==> config.mk <==
export PLATFORM = sky130hd
export DESIGN_NAME = ps2_host_top
export DESIGN_NICKNAME = d
export VERILOG_FILES = /design/src/ps2_pkg.sv /design/src/ps2_line_sync.sv /design/src/ps2_rx_deframer.sv /design/src/ps2_event_fifo.sv /design/src/ps2_wb_regs.sv /design/src/ps2_host_top.sv
export VERILOG_INCLUDE_DIRS = /design/src
export SDC_FILE = /design/constraint.sdc
export NUM_CORES = 1
export LEC_CHECK = 0
export ABC_CLOCK_PERIOD_IN_PS = 3800
export BUFFER_PORTS_ARGS = -buffer_cell sky130_fd_sc_hd__buf_2
export CAP_MARGIN = 20
export CORE_AREA = 2 2 109 111
export DETAILED_ROUTE_END_ITERATION = 8
export DIE_AREA = 0 0 111 113
export PLACE_DENSITY = 0.75
export SLEW_MARGIN = 20
export SYNTH_ARGS = -nofsm -noshare
export SYNTH_HDL_FRONTEND = slang
export SYNTH_SLANG_ARGS = --single-unit
export TNS_END_PERCENT = 10
==> constraint.sdc <==
create_clock -name sys_clk -period 3.8 [get_ports sys_clk]
set_input_delay 0.38 -clock sys_clk [delete_from_list [all_inputs] [get_ports sys_clk]]
set_output_delay 0.38 -clock sys_clk [all_outputs]
set_load 0.1 [all_outputs]
==> src/ps2_macros.svh <==
/* Shared defines for the PS/2 receiver: clocking, oversampling, FIFO size,
   receive timing and Wishbone register offsets. */

`ifndef PS2_MACROS_SVH
`define PS2_MACROS_SVH

// system clock and the oversampling timebase.
`define PS2_CLK_FREQ            100000000  // system clock in hz.
`define PS2_SAMPLE_RATE         204800     // 16 ticks per bit at the 12.8 khz line rate.
`define PS2_SAMPLE_DIV_DEFAULT  (`PS2_CLK_FREQ / `PS2_SAMPLE_RATE)

// receive queue.
`define PS2_FIFO_DEPTH          8          // entries held between host reads.

// deframer timing, counted in sample ticks.
`define PS2_SETTLE_TICKS        4          // low clock must hold this long before sampling.
`define PS2_IDLE_TICKS          16         // a quiet line this long drops a partial frame.

// wishbone word offsets, decoded from wb_adr[3:2].
`define PS2_REG_DATA            2'd0
`define PS2_REG_STATUS          2'd1
`define PS2_REG_CTRL            2'd2

`endif

==> src/ps2_pkg.sv <==
/* Types for the PS/2 receiver: scan-code byte, receive event record
   and the FIFO fill level. */

`include "ps2_macros.svh"

package ps2_pkg;

	// one byte exactly as it came off the wire, no translation applied.
	typedef logic [7:0] ps2_code_t;

	//////////////////////////////////////////////////////////////
	// receive event.
	//////////////////////////////////////////////////////////////

	// field order puts frame_err at bit 9 and parity_err at bit 8,
	// so the record drops straight into the DATA register layout.
	typedef struct packed {
		logic      frame_err;  // start bit was 1 or stop bit was 0.
		logic      parity_err; // data plus parity bit did not have odd parity.
		ps2_code_t code;       // the received byte.
	} ps2_rx_event_t;

	// fill level must reach the full depth, not just depth minus one.
	typedef logic [$clog2(`PS2_FIFO_DEPTH + 1)-1:0] ps2_fifo_count_t;

endpackage

==> src/ps2_line_sync.sv <==
/* Oversample tick divider, two-flop synchronizers and stable-level filter
   for the PS/2 clock and data inputs. */

`timescale 1ns/1ps
`include "ps2_macros.svh"

module ps2_line_sync #(
	parameter int sample_div = `PS2_SAMPLE_DIV_DEFAULT
) (
	input  logic sys_clk,
	input  logic sys_rst,
	input  logic ps2_clk,
	input  logic ps2_data,
	output logic sample_tick,
	output logic line_clk,
	output logic line_data
);

	localparam int div_w = (sample_div > 1) ? $clog2(sample_div) : 1;

	logic [div_w-1:0] div_cnt;   // counts down to the next tick.
	logic [1:0]       sync_1;    // first synchronizer stage, {clk, data}.
	logic [1:0]       sync_2;    // second stage, safe to use from here on.
	logic [1:0]       prev_samp; // raw level seen at the previous tick.
	logic [1:0]       level;     // filtered level.

	////////////////////////////////////////////////////////////
	// tick divider.
	////////////////////////////////////////////////////////////

	always_ff @(posedge sys_clk) begin
		if (sys_rst || sample_tick)
			div_cnt <= div_w'(sample_div - 1); // reload on every tick.
		else
			div_cnt <= div_cnt - 1'b1;
	end

	assign sample_tick = (div_cnt == '0); // one cycle wide, every sample_div cycles.

	////////////////////////////////////////////////////////////
	// synchronize and filter both lines together.
	////////////////////////////////////////////////////////////

	// both lines idle high, so the whole chain comes out of reset high.
	always_ff @(posedge sys_clk) begin
		if (sys_rst) begin
			sync_1    <= 2'b11;
			sync_2    <= 2'b11;
			prev_samp <= 2'b11;
			level     <= 2'b11;
		end else begin
			sync_1 <= {ps2_clk, ps2_data};
			sync_2 <= sync_1;
			if (sample_tick) begin
				prev_samp <= sync_2;
				// a bit moves only when two ticks in a row agree on it.
				level <= (sync_2 & ~(sync_2 ^ prev_samp)) | (level & (sync_2 ^ prev_samp));
			end
		end
	end

	assign line_clk  = level[1];
	assign line_data = level[0];

endmodule

==> src/ps2_rx_deframer.sv <==
/* PS/2 frame receiver: samples data on a settled low clock, shifts in the
   11-bit frame, checks framing and parity, drops stalled frames. */

`timescale 1ns/1ps
`include "ps2_macros.svh"

module ps2_rx_deframer (
	input  logic                  sys_clk,
	input  logic                  sys_rst,
	input  logic                  sample_tick,
	input  logic                  line_clk,
	input  logic                  line_data,
	output logic                  rx_valid,
	output ps2_pkg::ps2_rx_event_t rx_event
);

	import ps2_pkg::*;

	localparam int cnt_w = $clog2(`PS2_IDLE_TICKS + 1);

	logic             clk_level;  // line_clk level being timed.
	logic [cnt_w-1:0] stable_cnt; // ticks since line_clk last changed, saturating.
	logic [3:0]       bit_cnt;    // bits taken so far in this frame.
	logic [10:0]      shift;      // frame bits, start bit ends up in bit 0.
	logic             frame_done; // high the cycle after the eleventh sample.
	logic             take_bit;

	// the clock has sat low for the settle time, data is stable now.
	assign take_bit = sample_tick && !clk_level &&
	                  (stable_cnt == cnt_w'(`PS2_SETTLE_TICKS));

	////////////////////////////////////////////////////////////
	// clock timing and bit capture.
	////////////////////////////////////////////////////////////

	always_ff @(posedge sys_clk) begin
		if (sys_rst) begin
			clk_level  <= 1'b1;
			stable_cnt <= '0;
			bit_cnt    <= '0;
			shift      <= '1;
			frame_done <= 1'b0;
		end else begin
			frame_done <= 1'b0;
			if (sample_tick) begin
				if (line_clk != clk_level) begin
					clk_level  <= line_clk; // edge seen, restart the timer.
					stable_cnt <= '0;
				end else if (stable_cnt != cnt_w'(`PS2_IDLE_TICKS)) begin
					stable_cnt <= stable_cnt + 1'b1;
				end
			end
			if (take_bit) begin
				shift <= {line_data, shift[10:1]}; // lsb first on the wire.
				if (bit_cnt == 4'd10) begin
					bit_cnt    <= '0; // stop bit taken.
					frame_done <= 1'b1;
				end else begin
					bit_cnt <= bit_cnt + 1'b1;
				end
			end
			// no clock edge for a long while, so give up on the frame.
			if (sample_tick && stable_cnt == cnt_w'(`PS2_IDLE_TICKS)) begin
				bit_cnt <= '0;
				shift   <= '1;
			end
		end
	end

	////////////////////////////////////////////////////////////
	// event output.
	////////////////////////////////////////////////////////////

	always_ff @(posedge sys_clk) begin
		if (sys_rst)
			rx_valid <= 1'b0;
		else
			rx_valid <= frame_done; // one pulse per complete frame.
	end

	// the event is only looked at while rx_valid is high.
	always_ff @(posedge sys_clk) begin
		if (frame_done) begin
			rx_event.code       <= shift[8:1];
			rx_event.parity_err <= ~(^shift[9:1]);       // odd parity expected.
			rx_event.frame_err  <= shift[0] | ~shift[10]; // start 0, stop 1.
		end
	end

endmodule

==> src/ps2_event_fifo.sv <==
/* Synchronous circular FIFO with a type parameter payload and an overflow
   pulse for pushes that arrive while full. */

`timescale 1ns/1ps
`include "ps2_macros.svh"

module ps2_event_fifo #(
	parameter type payload_t = ps2_pkg::ps2_rx_event_t,
	parameter int  depth     = `PS2_FIFO_DEPTH
) (
	input  logic                     sys_clk,
	input  logic                     sys_rst,
	input  logic                     push,
	input  payload_t                 push_data,
	input  logic                     pop,
	output payload_t                 head,
	output ps2_pkg::ps2_fifo_count_t count,
	output logic                     overflow
);

	import ps2_pkg::*;

	localparam int ptr_w = (depth > 1) ? $clog2(depth) : 1;

	payload_t         mem [depth]; // storage.
	logic [ptr_w-1:0] wr_ptr;      // next slot to write.
	logic [ptr_w-1:0] rd_ptr;      // current head slot.
	logic             full;
	logic             wr_en;
	logic             rd_en;

	assign full  = (count == ps2_fifo_count_t'(depth));
	assign wr_en = push && !full;         // no room means the event is lost.
	assign rd_en = pop && (count != '0);  // popping an empty FIFO does nothing.

	////////////////////////////////////////////////////////////
	// pointers and fill level.
	////////////////////////////////////////////////////////////

	always_ff @(posedge sys_clk) begin
		if (sys_rst) begin
			wr_ptr   <= '0;
			rd_ptr   <= '0;
			count    <= '0;
			overflow <= 1'b0;
		end else begin
			if (wr_en)
				wr_ptr <= (wr_ptr == ptr_w'(depth - 1)) ? '0 : wr_ptr + 1'b1;
			if (rd_en)
				rd_ptr <= (rd_ptr == ptr_w'(depth - 1)) ? '0 : rd_ptr + 1'b1;
			// push and pop together leave the level where it was.
			if (wr_en && !rd_en)
				count <= count + 1'b1;
			else if (rd_en && !wr_en)
				count <= count - 1'b1;
			overflow <= push && full; // single cycle per dropped event.
		end
	end

	always_ff @(posedge sys_clk) begin
		if (wr_en)
			mem[wr_ptr] <= push_data;
	end

	assign head = mem[rd_ptr]; // shows up the cycle after the first push.

endmodule

==> src/ps2_wb_regs.sv <==
/* Wishbone classic slave for the PS/2 receiver: DATA, STATUS and CTRL
   registers, FIFO pop, sticky overflow and the level interrupt. */

`timescale 1ns/1ps
`include "ps2_macros.svh"

module ps2_wb_regs (
	input  logic                     sys_clk,
	input  logic                     sys_rst,
	input  logic                     wb_cyc,
	input  logic                     wb_stb,
	input  logic                     wb_we,
	input  logic [3:2]               wb_adr,
	input  logic [31:0]              wb_dat_w,
	output logic [31:0]              wb_dat_r,
	output logic                     wb_ack,
	input  ps2_pkg::ps2_rx_event_t   head,
	input  ps2_pkg::ps2_fifo_count_t count,
	input  logic                     overflow,
	output logic                     pop,
	output logic                     irq
);

	import ps2_pkg::*;

	localparam int pad_w = 31 - $bits(ps2_rx_event_t); // zeros between valid and the event.

	logic        req;        // new cycle on the bus, ack goes out next edge.
	logic        not_empty;
	logic        full;
	logic        ovf_sticky; // set by a dropped event, cleared from CTRL.
	logic        irq_enable;
	logic        ctrl_wr;
	logic [31:0] rd_mux;     // read data for the addressed register.

	assign req       = wb_cyc && wb_stb && !wb_ack; // one access per strobe.
	assign not_empty = (count != '0);
	assign full      = (count == ps2_fifo_count_t'(`PS2_FIFO_DEPTH));
	assign ctrl_wr   = req && wb_we && (wb_adr == `PS2_REG_CTRL);

	////////////////////////////////////////////////////////////
	// read decode.
	////////////////////////////////////////////////////////////

	always_comb begin
		rd_mux = '0; // unmapped offsets read as zero.
		case (wb_adr)
			`PS2_REG_DATA: begin
				if (not_empty)
					rd_mux = {1'b1, {pad_w{1'b0}}, head}; // valid in bit 31.
			end
			`PS2_REG_STATUS: rd_mux = {24'd0, count, 1'b0, ovf_sticky, full, not_empty};
			`PS2_REG_CTRL:   rd_mux = {31'd0, irq_enable}; // clear bit reads back 0.
			default:         rd_mux = '0;
		endcase
	end

	// the head does not move before the pop edge, so this matches the popped entry.
	always_ff @(posedge sys_clk) begin
		if (req && !wb_we)
			wb_dat_r <= rd_mux;
		else
			wb_dat_r <= '0;
	end

	////////////////////////////////////////////////////////////
	// handshake, control state and interrupt.
	////////////////////////////////////////////////////////////

	always_ff @(posedge sys_clk) begin
		if (sys_rst) begin
			wb_ack     <= 1'b0;
			pop        <= 1'b0;
			ovf_sticky <= 1'b0;
			irq_enable <= 1'b0;
			irq        <= 1'b0;
		end else begin
			wb_ack <= req; // no wait states.
			// pop rides along with the ack of a DATA read that found an entry.
			pop <= req && !wb_we && (wb_adr == `PS2_REG_DATA) && not_empty;
			if (ctrl_wr) begin
				irq_enable <= wb_dat_w[0];
				if (wb_dat_w[1])
					ovf_sticky <= 1'b0;
			end
			if (overflow)
				ovf_sticky <= 1'b1; // a drop in the same cycle as a clear still sticks.
			irq <= irq_enable && not_empty; // level, one cycle behind the FIFO.
		end
	end

endmodule

==> src/ps2_host_top.sv <==
/* PS/2 keyboard receiver top level: line sync, deframer, event FIFO
   and Wishbone registers. */

`timescale 1ns/1ps
`include "ps2_macros.svh"

module ps2_host_top #(
	parameter int sample_div = `PS2_SAMPLE_DIV_DEFAULT // system clocks per oversample tick.
) (
	input  logic        sys_clk,
	input  logic        sys_rst,
	input  logic        ps2_clk,
	input  logic        ps2_data,
	input  logic        wb_cyc,
	input  logic        wb_stb,
	input  logic        wb_we,
	input  logic [3:2]  wb_adr,
	input  logic [31:0] wb_dat_w,
	output logic [31:0] wb_dat_r,
	output logic        wb_ack,
	output logic        irq
);

	import ps2_pkg::*;

	logic            sample_tick;
	logic            line_clk;
	logic            line_data;
	logic            rx_valid;
	ps2_rx_event_t   rx_event;
	ps2_rx_event_t   head;
	ps2_fifo_count_t count;
	logic            overflow;
	logic            pop;

	ps2_line_sync #(.sample_div(sample_div)) i_line_sync (
		.sys_clk, .sys_rst, .ps2_clk, .ps2_data, .sample_tick, .line_clk, .line_data
	);

	ps2_rx_deframer i_deframer (
		.sys_clk, .sys_rst, .sample_tick, .line_clk, .line_data, .rx_valid, .rx_event
	);

	// every completed frame goes into the queue, good or bad.
	ps2_event_fifo #(
		.payload_t(ps2_rx_event_t),
		.depth    (`PS2_FIFO_DEPTH)
	) i_fifo (
		.sys_clk, .sys_rst, .push(rx_valid), .push_data(rx_event), .pop,
		.head, .count, .overflow
	);

	ps2_wb_regs i_regs (
		.sys_clk, .sys_rst, .wb_cyc, .wb_stb, .wb_we, .wb_adr, .wb_dat_w,
		.wb_dat_r, .wb_ack, .head, .count, .overflow, .pop, .irq
	);

endmodule

==> key figures, run 1 <==
Floorplan
  • Die Area: 12500 µm²
  • Effective utilization at floorplan: 0.573
  • I/O pin total: 75
  • Core area: 11300 µm²
  • Die X: ~110 µm
  • Row count: 39
  • Vertical extent of the die: 113 µm

STA
  • Count of final hold-check violations: 0
  • Tightest slew margin relative to the limit: 0.291
  • Setup repair after global routing missed its margin: false
  • Final number of max-transition violations: 0
  • Highest Clock Rate: 0.316 GHz
  • Actual transition at the worst max-transition pin: 1.06 ns
  • Max Clock Skew: 0.00482 ns
  • Sum Neg Setup Slack: 0 ns
  • Hold slack: 0.135 ns
  • Tmin final: 3.16 ns
  • Final number of setup-violating endpoints: 0
  • Final period util: 0.832

Power
  • Logic gate share of total power: 0.034
  • Power spent charging and discharging nets: 783 µW
  • Leakage power summed over all cells: 2.80 nW
  • Internal power summed over all cells: 2.89 mW
  • Reg power frac: 0.495
  • Post-route total power: approximately 3.7 mW
  • Power Density: 506 nW/µm²
  • Clock power frac: 0.472
  • Fraction of power spent switching nets: 0.213
  • Peak ir drop on the vdd network: ~0.33 mV

Critical path
  • RR Startpoint: i_fifo.count[0]
  • Setup crit end: i_fifo.count[3]
  • Required time worst endpoint: 4.11 ns
  • Number of cells on the worst reg-to-reg path: 10
  • Startpoint of the worst setup timing path: i_fifo.count[0]
  • Largest fanout on the critical path: 9
  • Type of the setup path with the least slack: reg2reg
  • Flop2flop setup slack: 0.64 ns
  • Type of destination of the critical path: register
  • Crit path DAT: about 3.5 ns
  • Endpoint of the lowest-slack register-to-register path: i_fifo.count[3]
  • Startpoint Class: register

Placed design
  • Port Buffers: 23
  • Area after detailed placement: roughly 6700 µm²
  • Gpl congestion: 0.728
  • Half-perimeter wire length after placement: 7.06 mm

Global routing
  • Via count of the first global-routing pass: 3559
  • Combined global-route utilization of all metal layers: 0.193
  • Maximum number of pins on one net before global-route repair: 39
  • Wire length of the first global-routing pass: 18.3 mm
  • Total gr overflow: 0
  • Initial antenna violation count: 0

Routing
  • Via density per instance: approximately 5.5
  • Vias: ~3.6k
  • Drt wl/cell: around 17 µm
  • Number of remaining DRC errors: 0
  • First-pass iteration count of the detailed router: 5
  • Count of routing violations after the opening detailed-route iteration: 181
  • Count of antenna-violating nets left after detailed routing: 0
  • WL final: 11.2 mm

Final layout
  • Fraction of layout instances using a drive strength above 1: 0.212
  • Area added between synthesis and finish: 12.5%
  • Commonest non-fill, non-tap cell in the layout: sky130_fd_sc_hd__edfxtp_1
  • Layout Nets: 545
  • Number of filler instances in the final layout: 823
  • ANT cells: 0
  • Footprint of the flip-flops and latches: about 4100 µm²
  • Most used cells in the layout excluding fill and tap cells: 90 x sky130_fd_sc_hd__edfxtp_1, 70 x sky130_fd_sc_hd__dfxtp_1, 46 x sky130_fd_sc_hd__nand2_1
  • Layout Cell Area excl Fill: 7270 µm²
  • Area of the multi-input gates: 2190 µm²

Clock tree
  • Clk buf depth: 2
  • CTS Buf Count: 17
  • PostCTS Resize Cnt: 0
  • # Post-CTS Setup Buffers: 0
  • Insertion delay of the later-clocked pin in the worst-skew pair: approximately 0.42 ns
  • CTS sink count: 160
  • Worst-path clk slew: roughly 0.06 ns
  • Number of H-tree levels: 4
  • Root buffer cell: sky130_fd_sc_hd__clkbuf_16
  • TritonCTS clock tree: yes
  • Number of buffers inserted by hold repair at cts: 0

Worst hold path
  • Class of the worst hold path: in2reg
  • Cell depth of the worst hold path: 2

Synthesis
  • Number of distinct library cells after synthesis: 53
  • Share of flip-flops with an asynchronous set or reset: 0
  • Average cell area after synthesis: 14.0 µm²
  • Primary flip-flop cell chosen by synthesis mapping: sky130_fd_sc_hd__edfxtp_1
  • Number of synthesized flops with an enable pin: 90
  • Post-synthesis cell count: 462
  • Number of warnings printed during yosys synthesis: 0
  • Netlist Area Pre-Place: ~6500 µm²
  • Sequential element share of the synthesized area: 0.635
  • Synthesis-stage register bit count: 160

Flow run
  • Max capacitance violation total: 0

Status
  • Status: completed
layout make-up:
type                            instances  area share
Inverter                                8     0.00413
Timing Repair Buffer                   28      0.0210
Multi-Input combinational cell        277       0.301
Clock inverter                         13      0.0224
Tap cell                              143      0.0246
Clock buffer                           19      0.0623
Sequential cell                       160       0.565
cell usage after synthesis, types with 4 or more instances:
cell | count | area share
sky130_fd_sc_hd__a21oi_1 | 19 | 0.015
sky130_fd_sc_hd__buf_4 | 22 | 0.026
sky130_fd_sc_hd__clkbuf_1 | 9 | 0.0052
sky130_fd_sc_hd__dfxtp_1 | 70 | 0.22
sky130_fd_sc_hd__edfxtp_1 | 90 | 0.42
sky130_fd_sc_hd__ha_1 | 11 | 0.021
sky130_fd_sc_hd__inv_1 | 8 | 0.0046
sky130_fd_sc_hd__mux2i_1 | 24 | 0.037
sky130_fd_sc_hd__mux4_2 | 20 | 0.070
sky130_fd_sc_hd__nand2_1 | 46 | 0.027
sky130_fd_sc_hd__nand2b_1 | 6 | 0.0058
sky130_fd_sc_hd__nand3b_1 | 6 | 0.0070
sky130_fd_sc_hd__nor2_1 | 27 | 0.016
sky130_fd_sc_hd__nor2b_1 | 4 | 0.0039
sky130_fd_sc_hd__nor3_1 | 5 | 0.0039
sky130_fd_sc_hd__o21ai_0 | 14 | 0.011
sky130_fd_sc_hd__or2_2 | 4 | 0.0039
sky130_fd_sc_hd__or4_1 | 6 | 0.0070
sky130_fd_sc_hd__xnor2_1 | 13 | 0.018
sky130_fd_sc_hd__xor2_1 | 5 | 0.0068
routing by layer:
layer / part of all wire / global-route usage
met1: 0.42 / 0.227
met2: 0.52 / 0.331
met3: 0.042 / 0.0562
met4: 0.023 / 0.0867
met5: 0 / 0
cell families (layout without fill, tap and decap cells):
kind of cell               Yosys count  after routing  share of synthesized area
muxes                               46             46                      0.110
other                                1             21                   0.000580
DFF                                160            160                      0.635
AOI/OAI and AO/OA                   45             45                     0.0407
xor gates and xnor gates            18             18                     0.0244
adders and majority gates           12             12                     0.0244
and+or+nand+nor                    135            135                      0.123
buffers and inverters               45             68                     0.0416
worst min-delay path by stage:
stage / start / end / slack [ns]
after global routing: ps2_clk / i_line_sync.sync_1[1] / 0.13
after floorplan: i_line_sync.sync_1[0] / i_line_sync.sync_2[0] / 0.39
after global placement: i_line_sync.sync_1[0] / i_line_sync.sync_2[0] / 0.40
after CTS: ps2_data / i_line_sync.sync_1[0] / 0.13
final: ps2_data / i_line_sync.sync_1[0] / 0.14
after detailed placement: i_line_sync.sync_1[0] / i_line_sync.sync_2[0] / 0.40
power by group through the flow:
stage          Sequential [mW]  Combinational [mW]  Clock, mW
3_3_place_gp              1.86               0.122          0
2_1_floorplan             1.86               0.127          0
4_1_cts                   1.82               0.124       1.75
3_5_place_dp              1.86               0.124          0
6_report                  1.82               0.124       1.73
5_1_grt                   1.82               0.129       1.83
flip-flops by register name (all words and copies together), names as in the netlist, named ones only:
| signal | cells |
|---|---|
| i_regs.wb_dat_r | 11 |
| i_deframer.bit_cnt | 4 |
| i_deframer.rx_valid | 1 |
| i_deframer.shift | 11 |
| i_line_sync.sync_2 | 2 |
| i_line_sync.prev_samp | 2 |
| i_line_sync.sync_1 | 2 |
| i_deframer.stable_cnt | 5 |
| i_deframer.rx_event | 10 |
| i_fifo.overflow | 1 |
| i_regs.irq | 1 |
| i_deframer.clk_level | 1 |
| i_fifo.count | 4 |
| i_regs.irq_enable | 1 |
| i_fifo.rd_ptr | 3 |
| i_deframer.frame_done | 1 |
| i_fifo.mem | 80 |
| i_regs.ovf_sticky | 1 |
| i_regs.wb_ack | 1 |
| i_line_sync.div_cnt | 9 |
| i_regs.pop | 1 |
| i_fifo.wr_ptr | 3 |
critical path: stages, from the launching register on:
cell	delay (ns)
sky130_fd_sc_hd__dfxtp_1	0.38
sky130_fd_sc_hd__or4b_2	0.74
sky130_fd_sc_hd__nand2_2	0.22
sky130_fd_sc_hd__inv_1	0.13
sky130_fd_sc_hd__ha_1	0.21
sky130_fd_sc_hd__inv_1	0.15
sky130_fd_sc_hd__ha_1	0.26
sky130_fd_sc_hd__a21o_1	0.18
sky130_fd_sc_hd__a21oi_1	0.17
sky130_fd_sc_hd__mux2i_1	0.26
sky130_fd_sc_hd__mux2_2	0.36
metrics by stage:
step                cells   util  setup WS [ns]
floorplan             482      -          0.993
global placement      616  0.590          0.798
detailed placement    616  0.590          0.696
CTS                   648  0.645          0.675
global route          648  0.645          0.470
finish                648  0.645          0.640
No activity file was read; power rests on OpenSTA's default activity.
==> inputs of run 2 (changes only) <==
--- a/config.mk
+++ b/config.mk
@@ -6,13 +6,13 @@
 export SDC_FILE = /design/constraint.sdc
 export NUM_CORES = 1
 export LEC_CHECK = 0
-export ABC_CLOCK_PERIOD_IN_PS = 3800
+export ABC_CLOCK_PERIOD_IN_PS = 2900
 export BUFFER_PORTS_ARGS = -buffer_cell sky130_fd_sc_hd__buf_2
 export CAP_MARGIN = 20
-export CORE_AREA = 2 2 109 111
+export CORE_AREA = 2 2 115 117
 export DETAILED_ROUTE_END_ITERATION = 8
-export DIE_AREA = 0 0 111 113
-export PLACE_DENSITY = 0.75
+export DIE_AREA = 0 0 117 119
+export PLACE_DENSITY = 0.71
 export SLEW_MARGIN = 20
 export SYNTH_ARGS = -nofsm -noshare
 export SYNTH_HDL_FRONTEND = slang
==> constraint.sdc (replaced) <==
create_clock -name sys_clk -period 2.9 [get_ports sys_clk]
set_input_delay 0.29 -clock sys_clk [delete_from_list [all_inputs] [get_ports sys_clk]]
set_output_delay 0.29 -clock sys_clk [all_outputs]
set_load 0.1 [all_outputs]
==> run 2 against run 1 <==
Net effect:
- worst setup slack got worse by 0.35 ns
- hold slack lost 0.088 ns
- largest cell class unchanged
- wire length decreased by 2.5%
- critical endpoint unchanged
==> key figures, run 2 (same netlist as run 1, synthesis figures left out) <==
Floorplan
  • Die X: 117 µm (+5.4%)
  • I/O pin total: 75 (unchanged)
  • Core area: 12900 µm² (+14%)
  • Vertical extent of the die: 119 µm (+5.3%)
  • Effective utilization at floorplan: 0.502 (-0.0714)
  • Die Area: 13900 µm² (+11%)
  • Row count: 42 (+7.7%)

Placed design
  • Area after detailed placement: 6770 µm² (+1.7%)
  • Gpl congestion: 0.776 (+6.5%)
  • Half-perimeter wire length after placement: 7.20 mm (+1.9%)
  • Port Buffers: 23 (unchanged)

Clock tree
  • # Post-CTS Setup Buffers: 0 (unchanged)
  • Root buffer cell: sky130_fd_sc_hd__clkbuf_16
  • CTS Buf Count: 17 (unchanged)
  • Clk buf depth: 2 (unchanged)
  • Number of H-tree levels: 4 (unchanged)
  • CTS sink count: 160 (unchanged)
  • TritonCTS clock tree: yes
  • Insertion delay of the later-clocked pin in the worst-skew pair: 0.42 ns (about the same)
  • Worst-path clk slew: 0.06 ns (about the same)

Final layout
  • ANT cells: 0 (unchanged)
  • Final design utilization: 0.572 (-0.0730)
  • Most used cells in the layout excluding fill and tap cells: 90 x sky130_fd_sc_hd__edfxtp_1, 69 x sky130_fd_sc_hd__dfxtp_1, 46 x sky130_fd_sc_hd__nand2_1
  • Layout Nets: 557 (+2.2%)
  • Fraction of layout instances using a drive strength above 1: 0.228 (+0.0164)
  • Area added between synthesis and finish: 13.9%
  • Commonest non-fill, non-tap cell in the layout: sky130_fd_sc_hd__edfxtp_1
  • Layout Cell Area excl Fill: 7360 µm² (+1.3%)
  • Leading registers by flop count: i_fifo.mem: 80 flops, i_deframer.shift: 11 flops, i_regs.wb_dat_r: 11 flops
  • Top reg by flops: i_fifo.mem
  • Max reg flops: 80 (unchanged)

Routing
  • Count of antenna-violating nets left after detailed routing: 0 (unchanged)
  • First-pass iteration count of the detailed router: 4 (-1)
  • WL final: 11.0 mm (-2.5%)
  • Number of remaining DRC errors: 0 (unchanged)
  • Drt wl/cell: 15.8 µm (-8.8%)
  • Vias: 3610 (+1.2%)
  • Via density per instance: 5.21 (-5.4%)
  • Count of routing violations after the opening detailed-route iteration: 222 (+23%)

STA
  • Tightest slew margin relative to the limit: 0.497 (+0.206)
  • Count of final hold-check violations: 0 (unchanged)
  • Actual transition at the worst max-transition pin: 0.754 ns (-0.303 ns)
  • Final number of max-transition violations: 0 (unchanged)
  • Hold slack: 0.0476 ns (-0.0878 ns)
  • Final period util: 0.901 (+0.0689)
  • Final number of setup-violating endpoints: 0 (unchanged)
  • Highest Clock Rate: 0.383 GHz (+21%)
  • Sum Neg Setup Slack: 0 ns (unchanged)
  • Max Clock Skew: 0.00875 ns (+0.00393 ns)
  • Setup repair after global routing missed its margin: false
  • Tmin final: 2.61 ns (-0.549 ns)

Global routing
  • Maximum number of pins on one net before global-route repair: 21 (-46%)
  • Wire length of the first global-routing pass: 17.9 mm (-2.0%)
  • Total gr overflow: 0 (unchanged)
  • Initial antenna violation count: 0 (unchanged)
  • Via count of the first global-routing pass: 3588 (+0.81%)
  • Combined global-route utilization of all metal layers: 0.173 (-0.0197)

Power
  • Peak ir drop on the vdd network: 0.431 mV (+30%)
  • Power Density: 641 nW/µm² (+27%)
  • Leakage power summed over all cells: 2.86 nW (+2.0%)
  • Post-route total power: 4.72 mW (+28%)

Critical path
  • Startpoint Class: register
  • Endpoint of the lowest-slack register-to-register path: i_fifo.count[3]
  • Worst path slowest cell: sky130_fd_sc_hd__nor4_1
  • Crit-path most repeated cell: sky130_fd_sc_hd__ha_1
  • Type of the setup path with the least slack: reg2reg
  • Largest fanout on the critical path: 6 (-3)
  • Cell-by-cell trace of the critical path: buf_4 -> nor4_1 -> nand2b_2 -> ha_1 -> inv_2 -> ha_1 -> a21o_1 -> a21oi_2 -> mux2i_1 -> mux2_2
  • Flop2flop setup slack: 0.29 ns (-0.35 ns)
  • Number of cells on the worst reg-to-reg path: 10 (unchanged)
  • RR Startpoint: i_fifo.count[0]
  • Largest incremental delay on the critical path: 0.35 ns (-0.39 ns)
  • Crit path DAT: 2.93 ns (-0.54 ns)
  • Type of destination of the critical path: register
  • Required time worst endpoint: 3.21 ns (-0.90 ns)

Worst hold path
  • Cell depth of the worst hold path: 2 (unchanged)
  • Start point of the worst min-delay path: ps2_data
  • Class of the worst hold path: in2reg
  • Worst-case hold path end point: i_line_sync.sync_1[0]

Status
  • Status: completed

Flow run
  • Max capacitance violation total: 0 (unchanged)
==> run 2: how the worst max path moves through the flow <==
| stage | from | to | slack (ns) |
|---|---|---|---|
| after global placement | i_fifo.count[3] | i_fifo.count[3] | 0.14 |
| after CTS | i_fifo.count[3] | i_fifo.count[3] | 0.06 |
| after global routing | i_fifo.count[0] | i_fifo.count[3] | 0.09 |
| after detailed placement | i_fifo.count[3] | i_fifo.count[3] | 0.07 |
| after floorplan | i_fifo.count[0] | i_fifo.count[3] | 0.09 |
| final | i_fifo.count[0] | i_fifo.count[3] | 0.29 |
==> run 2: final cells by class <==
cell class,instances,area (µm²)
sequential,160,4110
multi-input combinational,277,2180
timing repair buffer,40,243
clock inverter,15,159
fill,1024,5510
clock buffer,17,425
inverter,8,30.0
tap,176,220
==> run 2: metal layers <==
metal  track usage  vias up  routed length (µm)
met5             0        -                   0
met4        0.0699        0                 199
met3        0.0489       18                 355
met2         0.288       55                5600
met1         0.211     1790                4800
li1              -     1747                   -
==> run 2: per-stage QoR <==
step	cells	setup slack (ns)
after floorplan	482	0.0931
after global placement	661	0.136
after detailed placement	661	0.0704
after CTS	693	0.0605
after global routing	693	0.0938
final	693	0.288
==> run 2: worst max-delay path: cells and delay by family, from the launching register on <==
kind	cells	cell delay [ns]
buffers and inverters	2	0.22
adder cells (fa/ha/maj)	2	0.47
AO/OA/AOI/OAI	2	0.35
flip-flops	1	0.31
AND/OR/NAND/NOR	2	0.61
multiplexers	2	0.55
==> run 2: repair_timing <==
item / CTS / global route
resized for setup: 0 / 5
hold buffers: 0 / 0
setup endpoints to repair: 0 / 1
==> run 2: report_power, final <==
group	switching, mW	internal, mW	total (mW)	leakage (nW)
combinational	0.146	0.0173	0.163	1.01
clock	0.897	1.27	2.17	0.282
sequential	0.00609	2.38	2.38	1.56
==> inputs of run 3 (changes only) <==
--- a/config.mk
+++ b/config.mk
@@ -6,13 +6,13 @@
 export SDC_FILE = /design/constraint.sdc
 export NUM_CORES = 1
 export LEC_CHECK = 0
-export ABC_CLOCK_PERIOD_IN_PS = 2900
+export ABC_CLOCK_PERIOD_IN_PS = 3300
 export BUFFER_PORTS_ARGS = -buffer_cell sky130_fd_sc_hd__buf_2
 export CAP_MARGIN = 20
-export CORE_AREA = 2 2 115 117
+export CORE_AREA = 2 2 106 108
 export DETAILED_ROUTE_END_ITERATION = 8
-export DIE_AREA = 0 0 117 119
-export PLACE_DENSITY = 0.71
+export DIE_AREA = 0 0 108 110
+export PLACE_DENSITY = 0.79
 export SLEW_MARGIN = 20
 export SYNTH_ARGS = -nofsm -noshare
 export SYNTH_HDL_FRONTEND = slang
==> constraint.sdc (replaced) <==
create_clock -name sys_clk -period 3.3 [get_ports sys_clk]
set_input_delay 0.33 -clock sys_clk [delete_from_list [all_inputs] [get_ports sys_clk]]
set_output_delay 0.33 -clock sys_clk [all_outputs]
set_load 0.1 [all_outputs]
==> run 3 against run 2 <==
Net effect:
- clock power fell by 11%
- worst setup slack lost 0.023 ns
- via count rose by 1.6%
- critical path depth is the same
- global-route usage increased by 3.4 points
- clock skew increased by 0.00096 ns
- non-clock buffer count down 4
- count of clock-buffer cells in the layout up 4
- largest cell class unchanged
- largest power group unchanged
==> key figures, run 3 (same netlist as run 1, synthesis figures left out) <==
Routing
  • DR WL met3: 420 µm (+18%)
  • Routed wl met2: 6.17 mm (+10%)
  • Count of antenna-violating nets left after detailed routing: 0 (unchanged)
  • Length of routed wiring on met1: 4.78 mm (-0.56%)
  • Drt wl/cell: 17.6 µm (+11%)
  • Highest metal layer with signal wires: met4
  • Vias: 3669 (+1.6%)
  • Count of routing violations after the opening detailed-route iteration: 209 (-5.9%)
  • Via density per instance: 5.62 (+7.9%)
  • First-pass iteration count of the detailed router: 4 (unchanged)
  • WL final: 11.5 mm (+5.0%)
  • Number of remaining DRC errors: 0 (unchanged)

STA
  • Tmin final: 3.03 ns (+0.423 ns)
  • Tightest slew margin relative to the limit: 0.290 (-0.207)
  • Final period util: 0.920 (+0.0189)
  • Actual transition at the worst max-transition pin: 1.05 ns (+0.295 ns)
  • Setup repair after global routing missed its margin: false
  • Highest Clock Rate: 0.330 GHz (-14%)
  • Final number of max-transition violations: 0 (unchanged)
  • Final number of setup-violating endpoints: 0 (unchanged)
  • Hold slack: 0.0513 ns (+0.00374 ns)
  • Max Clock Skew: 0.00971 ns (+0.000962 ns)
  • Sum Neg Setup Slack: 0 ns (unchanged)
  • Count of final hold-check violations: 0 (unchanged)

Clock tree
  • Insertion delay of the later-clocked pin in the worst-skew pair: 0.53 ns (+0.11 ns)
  • Root buffer cell: sky130_fd_sc_hd__clkbuf_8
  • CTS Buf Count: 17 (unchanged)
  • PostCTS Resize Cnt: 0 (unchanged)
  • Number of H-tree levels: 4 (unchanged)
  • Clk buf depth: 2 (unchanged)
  • Worst-path clk slew: 0.06 ns (about the same)
  • Number of buffers inserted by hold repair at cts: 2 (+2)
  • CTS sink count: 160 (unchanged)
  • # Post-CTS Setup Buffers: 0 (unchanged)
  • TritonCTS clock tree: yes

Power
  • Clock power frac: 0.462 (+0.002)
  • Peak ir drop on the vdd network: 0.337 mV (-22%)
  • Reg power frac: 0.503 (-0.002)
  • Internal power summed over all cells: 3.29 mW (-10%)
  • Post-route total power: 4.16 mW (-12%)
  • Fraction of power spent switching nets: 0.210 (-0.0127)
  • Power spent charging and discharging nets: 874 µW (-17%)
  • Leakage power summed over all cells: 2.83 nW (-1.1%)
  • Power Density: 572 nW/µm² (-11%)
  • Logic gate share of total power: 0.035 (about the same)

Critical path
  • Flop2flop setup slack: 0.27 ns (-0.02 ns)
  • Type of destination of the critical path: register
  • Cell-by-cell trace of the critical path: or4b_2 -> nand2_2 -> inv_1 -> ha_1 -> inv_1 -> ha_1 -> a21o_1 -> a21oi_1 -> mux2i_1 -> mux2_2
  • Largest incremental delay on the critical path: 0.73 ns (+0.38 ns)
  • Worst path slowest cell: sky130_fd_sc_hd__or4b_2
  • Largest fanout on the critical path: 9 (+3)
  • Required time worst endpoint: 3.71 ns (+0.50 ns)
  • Crit path DAT: 3.44 ns (+0.51 ns)
  • Endpoint of the lowest-slack register-to-register path: i_fifo.count[3]
  • Number of cells on the worst reg-to-reg path: 10 (unchanged)
  • RR Startpoint: i_fifo.count[0]
  • Startpoint Class: register
  • Type of the setup path with the least slack: reg2reg

Final layout
  • Commonest non-fill, non-tap cell in the layout: sky130_fd_sc_hd__edfxtp_1
  • Max reg flops: 80 (unchanged)
  • Top reg by flops: i_fifo.mem
  • Leading registers by flop count: i_fifo.mem: 80 flops, i_deframer.shift: 11 flops, i_regs.wb_dat_r: 11 flops
  • Layout Nets: 553 (-0.72%)
  • Most used cells in the layout excluding fill and tap cells: 90 x sky130_fd_sc_hd__edfxtp_1, 70 x sky130_fd_sc_hd__dfxtp_1, 46 x sky130_fd_sc_hd__nand2_1
  • Number of filler instances in the final layout: 727 (-29%)
  • Fraction of layout instances using a drive strength above 1: 0.205 (-0.0236)
  • ANT cells: 0 (unchanged)
  • Final instance count without filler cells: 653 (-5.8%)
  • Area added between synthesis and finish: 12.7%

Floorplan
  • Vertical extent of the die: 110 µm (-7.6%)
  • Row count: 38 (-9.5%)
  • I/O pin total: 75 (unchanged)
  • Effective utilization at floorplan: 0.604 (+0.102)
  • Core area: 10700 µm² (-17%)
  • Die Area: 11900 µm² (-15%)
  • Die X: 108 µm (-7.7%)

Global routing
  • Via count of the first global-routing pass: 3635 (+1.3%)
  • Wire length of the first global-routing pass: 18.2 mm (+1.6%)
  • Combined global-route utilization of all metal layers: 0.208 (+0.0344)
  • Initial antenna violation count: 0 (unchanged)
  • Total gr overflow: 0 (unchanged)
  • Maximum number of pins on one net before global-route repair: 39 (+86%)

Worst hold path
  • Cell depth of the worst hold path: 3 (+1)
  • Class of the worst hold path: in2reg
  • Worst-case hold path end point: i_regs.irq_enable
  • Start point of the worst min-delay path: wb_dat_w[0]

Placed design
  • Placed cell count: 619 (-6.4%)
  • Half-perimeter wire length after placement: 7.13 mm (-0.90%)
  • Port Buffers: 23 (unchanged)
  • Gpl congestion: 0.798 (+2.9%)

Status
  • Status: completed

Flow run
  • Max capacitance violation total: 0 (unchanged)
## run 3: power groups by stage
stage	Clock, mW	Combinational (mW)	Sequential (mW)
finish	1.93	0.144	2.09
global route	2.03	0.151	2.09
CTS	1.95	0.144	2.09
detailed placement	0	0.142	2.14
global placement	0	0.141	2.14
floorplan	0	0.146	2.14
## run 3: per-stage QoR
step                worst slack, ns   util  cell area, µm²
CTS                           0.287  0.681            7280
global route                  0.141  0.681            7280
detailed placement            0.303  0.624            6680
finish                        0.266  0.681            7280
floorplan                     0.493      -            6540
global placement              0.356  0.624            6680
## run 3: critical path, delay by kind of cell, from the launching register on
kind            cells  cell delay, ns
flops               1            0.37
compound gates      2            0.34
buf+inv             2            0.26
mux                 2            0.56
fa+ha+maj           2            0.47
simple gates        2            0.92
## run 3: worst max path at each step
stage | from | endpoint | slack (ns)
floorplan | i_fifo.count[0] | i_fifo.count[3] | 0.49
global placement | i_fifo.count[0] | i_fifo.count[3] | 0.36
detailed placement | i_fifo.count[0] | i_fifo.count[3] | 0.30
CTS | i_fifo.count[0] | i_fifo.count[3] | 0.29
global route | i_fifo.count[0] | i_fifo.count[3] | 0.14
finish | i_fifo.count[0] | i_fifo.count[3] | 0.27
## run 3: routing by layer
layer	vias to the layer above	GRT usage
met1	1859	0.239
li1	1719	-
met2	74	0.381
met3	17	0.0506
met5	-	0
met4	0	0.0705
## run 3: final cells by class
cell class | count | area, µm² | share of cell area
flip-flops and latches | 160 | 4100 | 0.563
multi-input cells | 277 | 2170 | 0.298
clock buffers | 21 | 449 | 0.0617
repair buffers | 36 | 218 | 0.0299
well taps | 140 | 175 | 0.0240
clock inverters | 11 | 139 | 0.0191
inverters | 8 | 30.0 | 0.00412
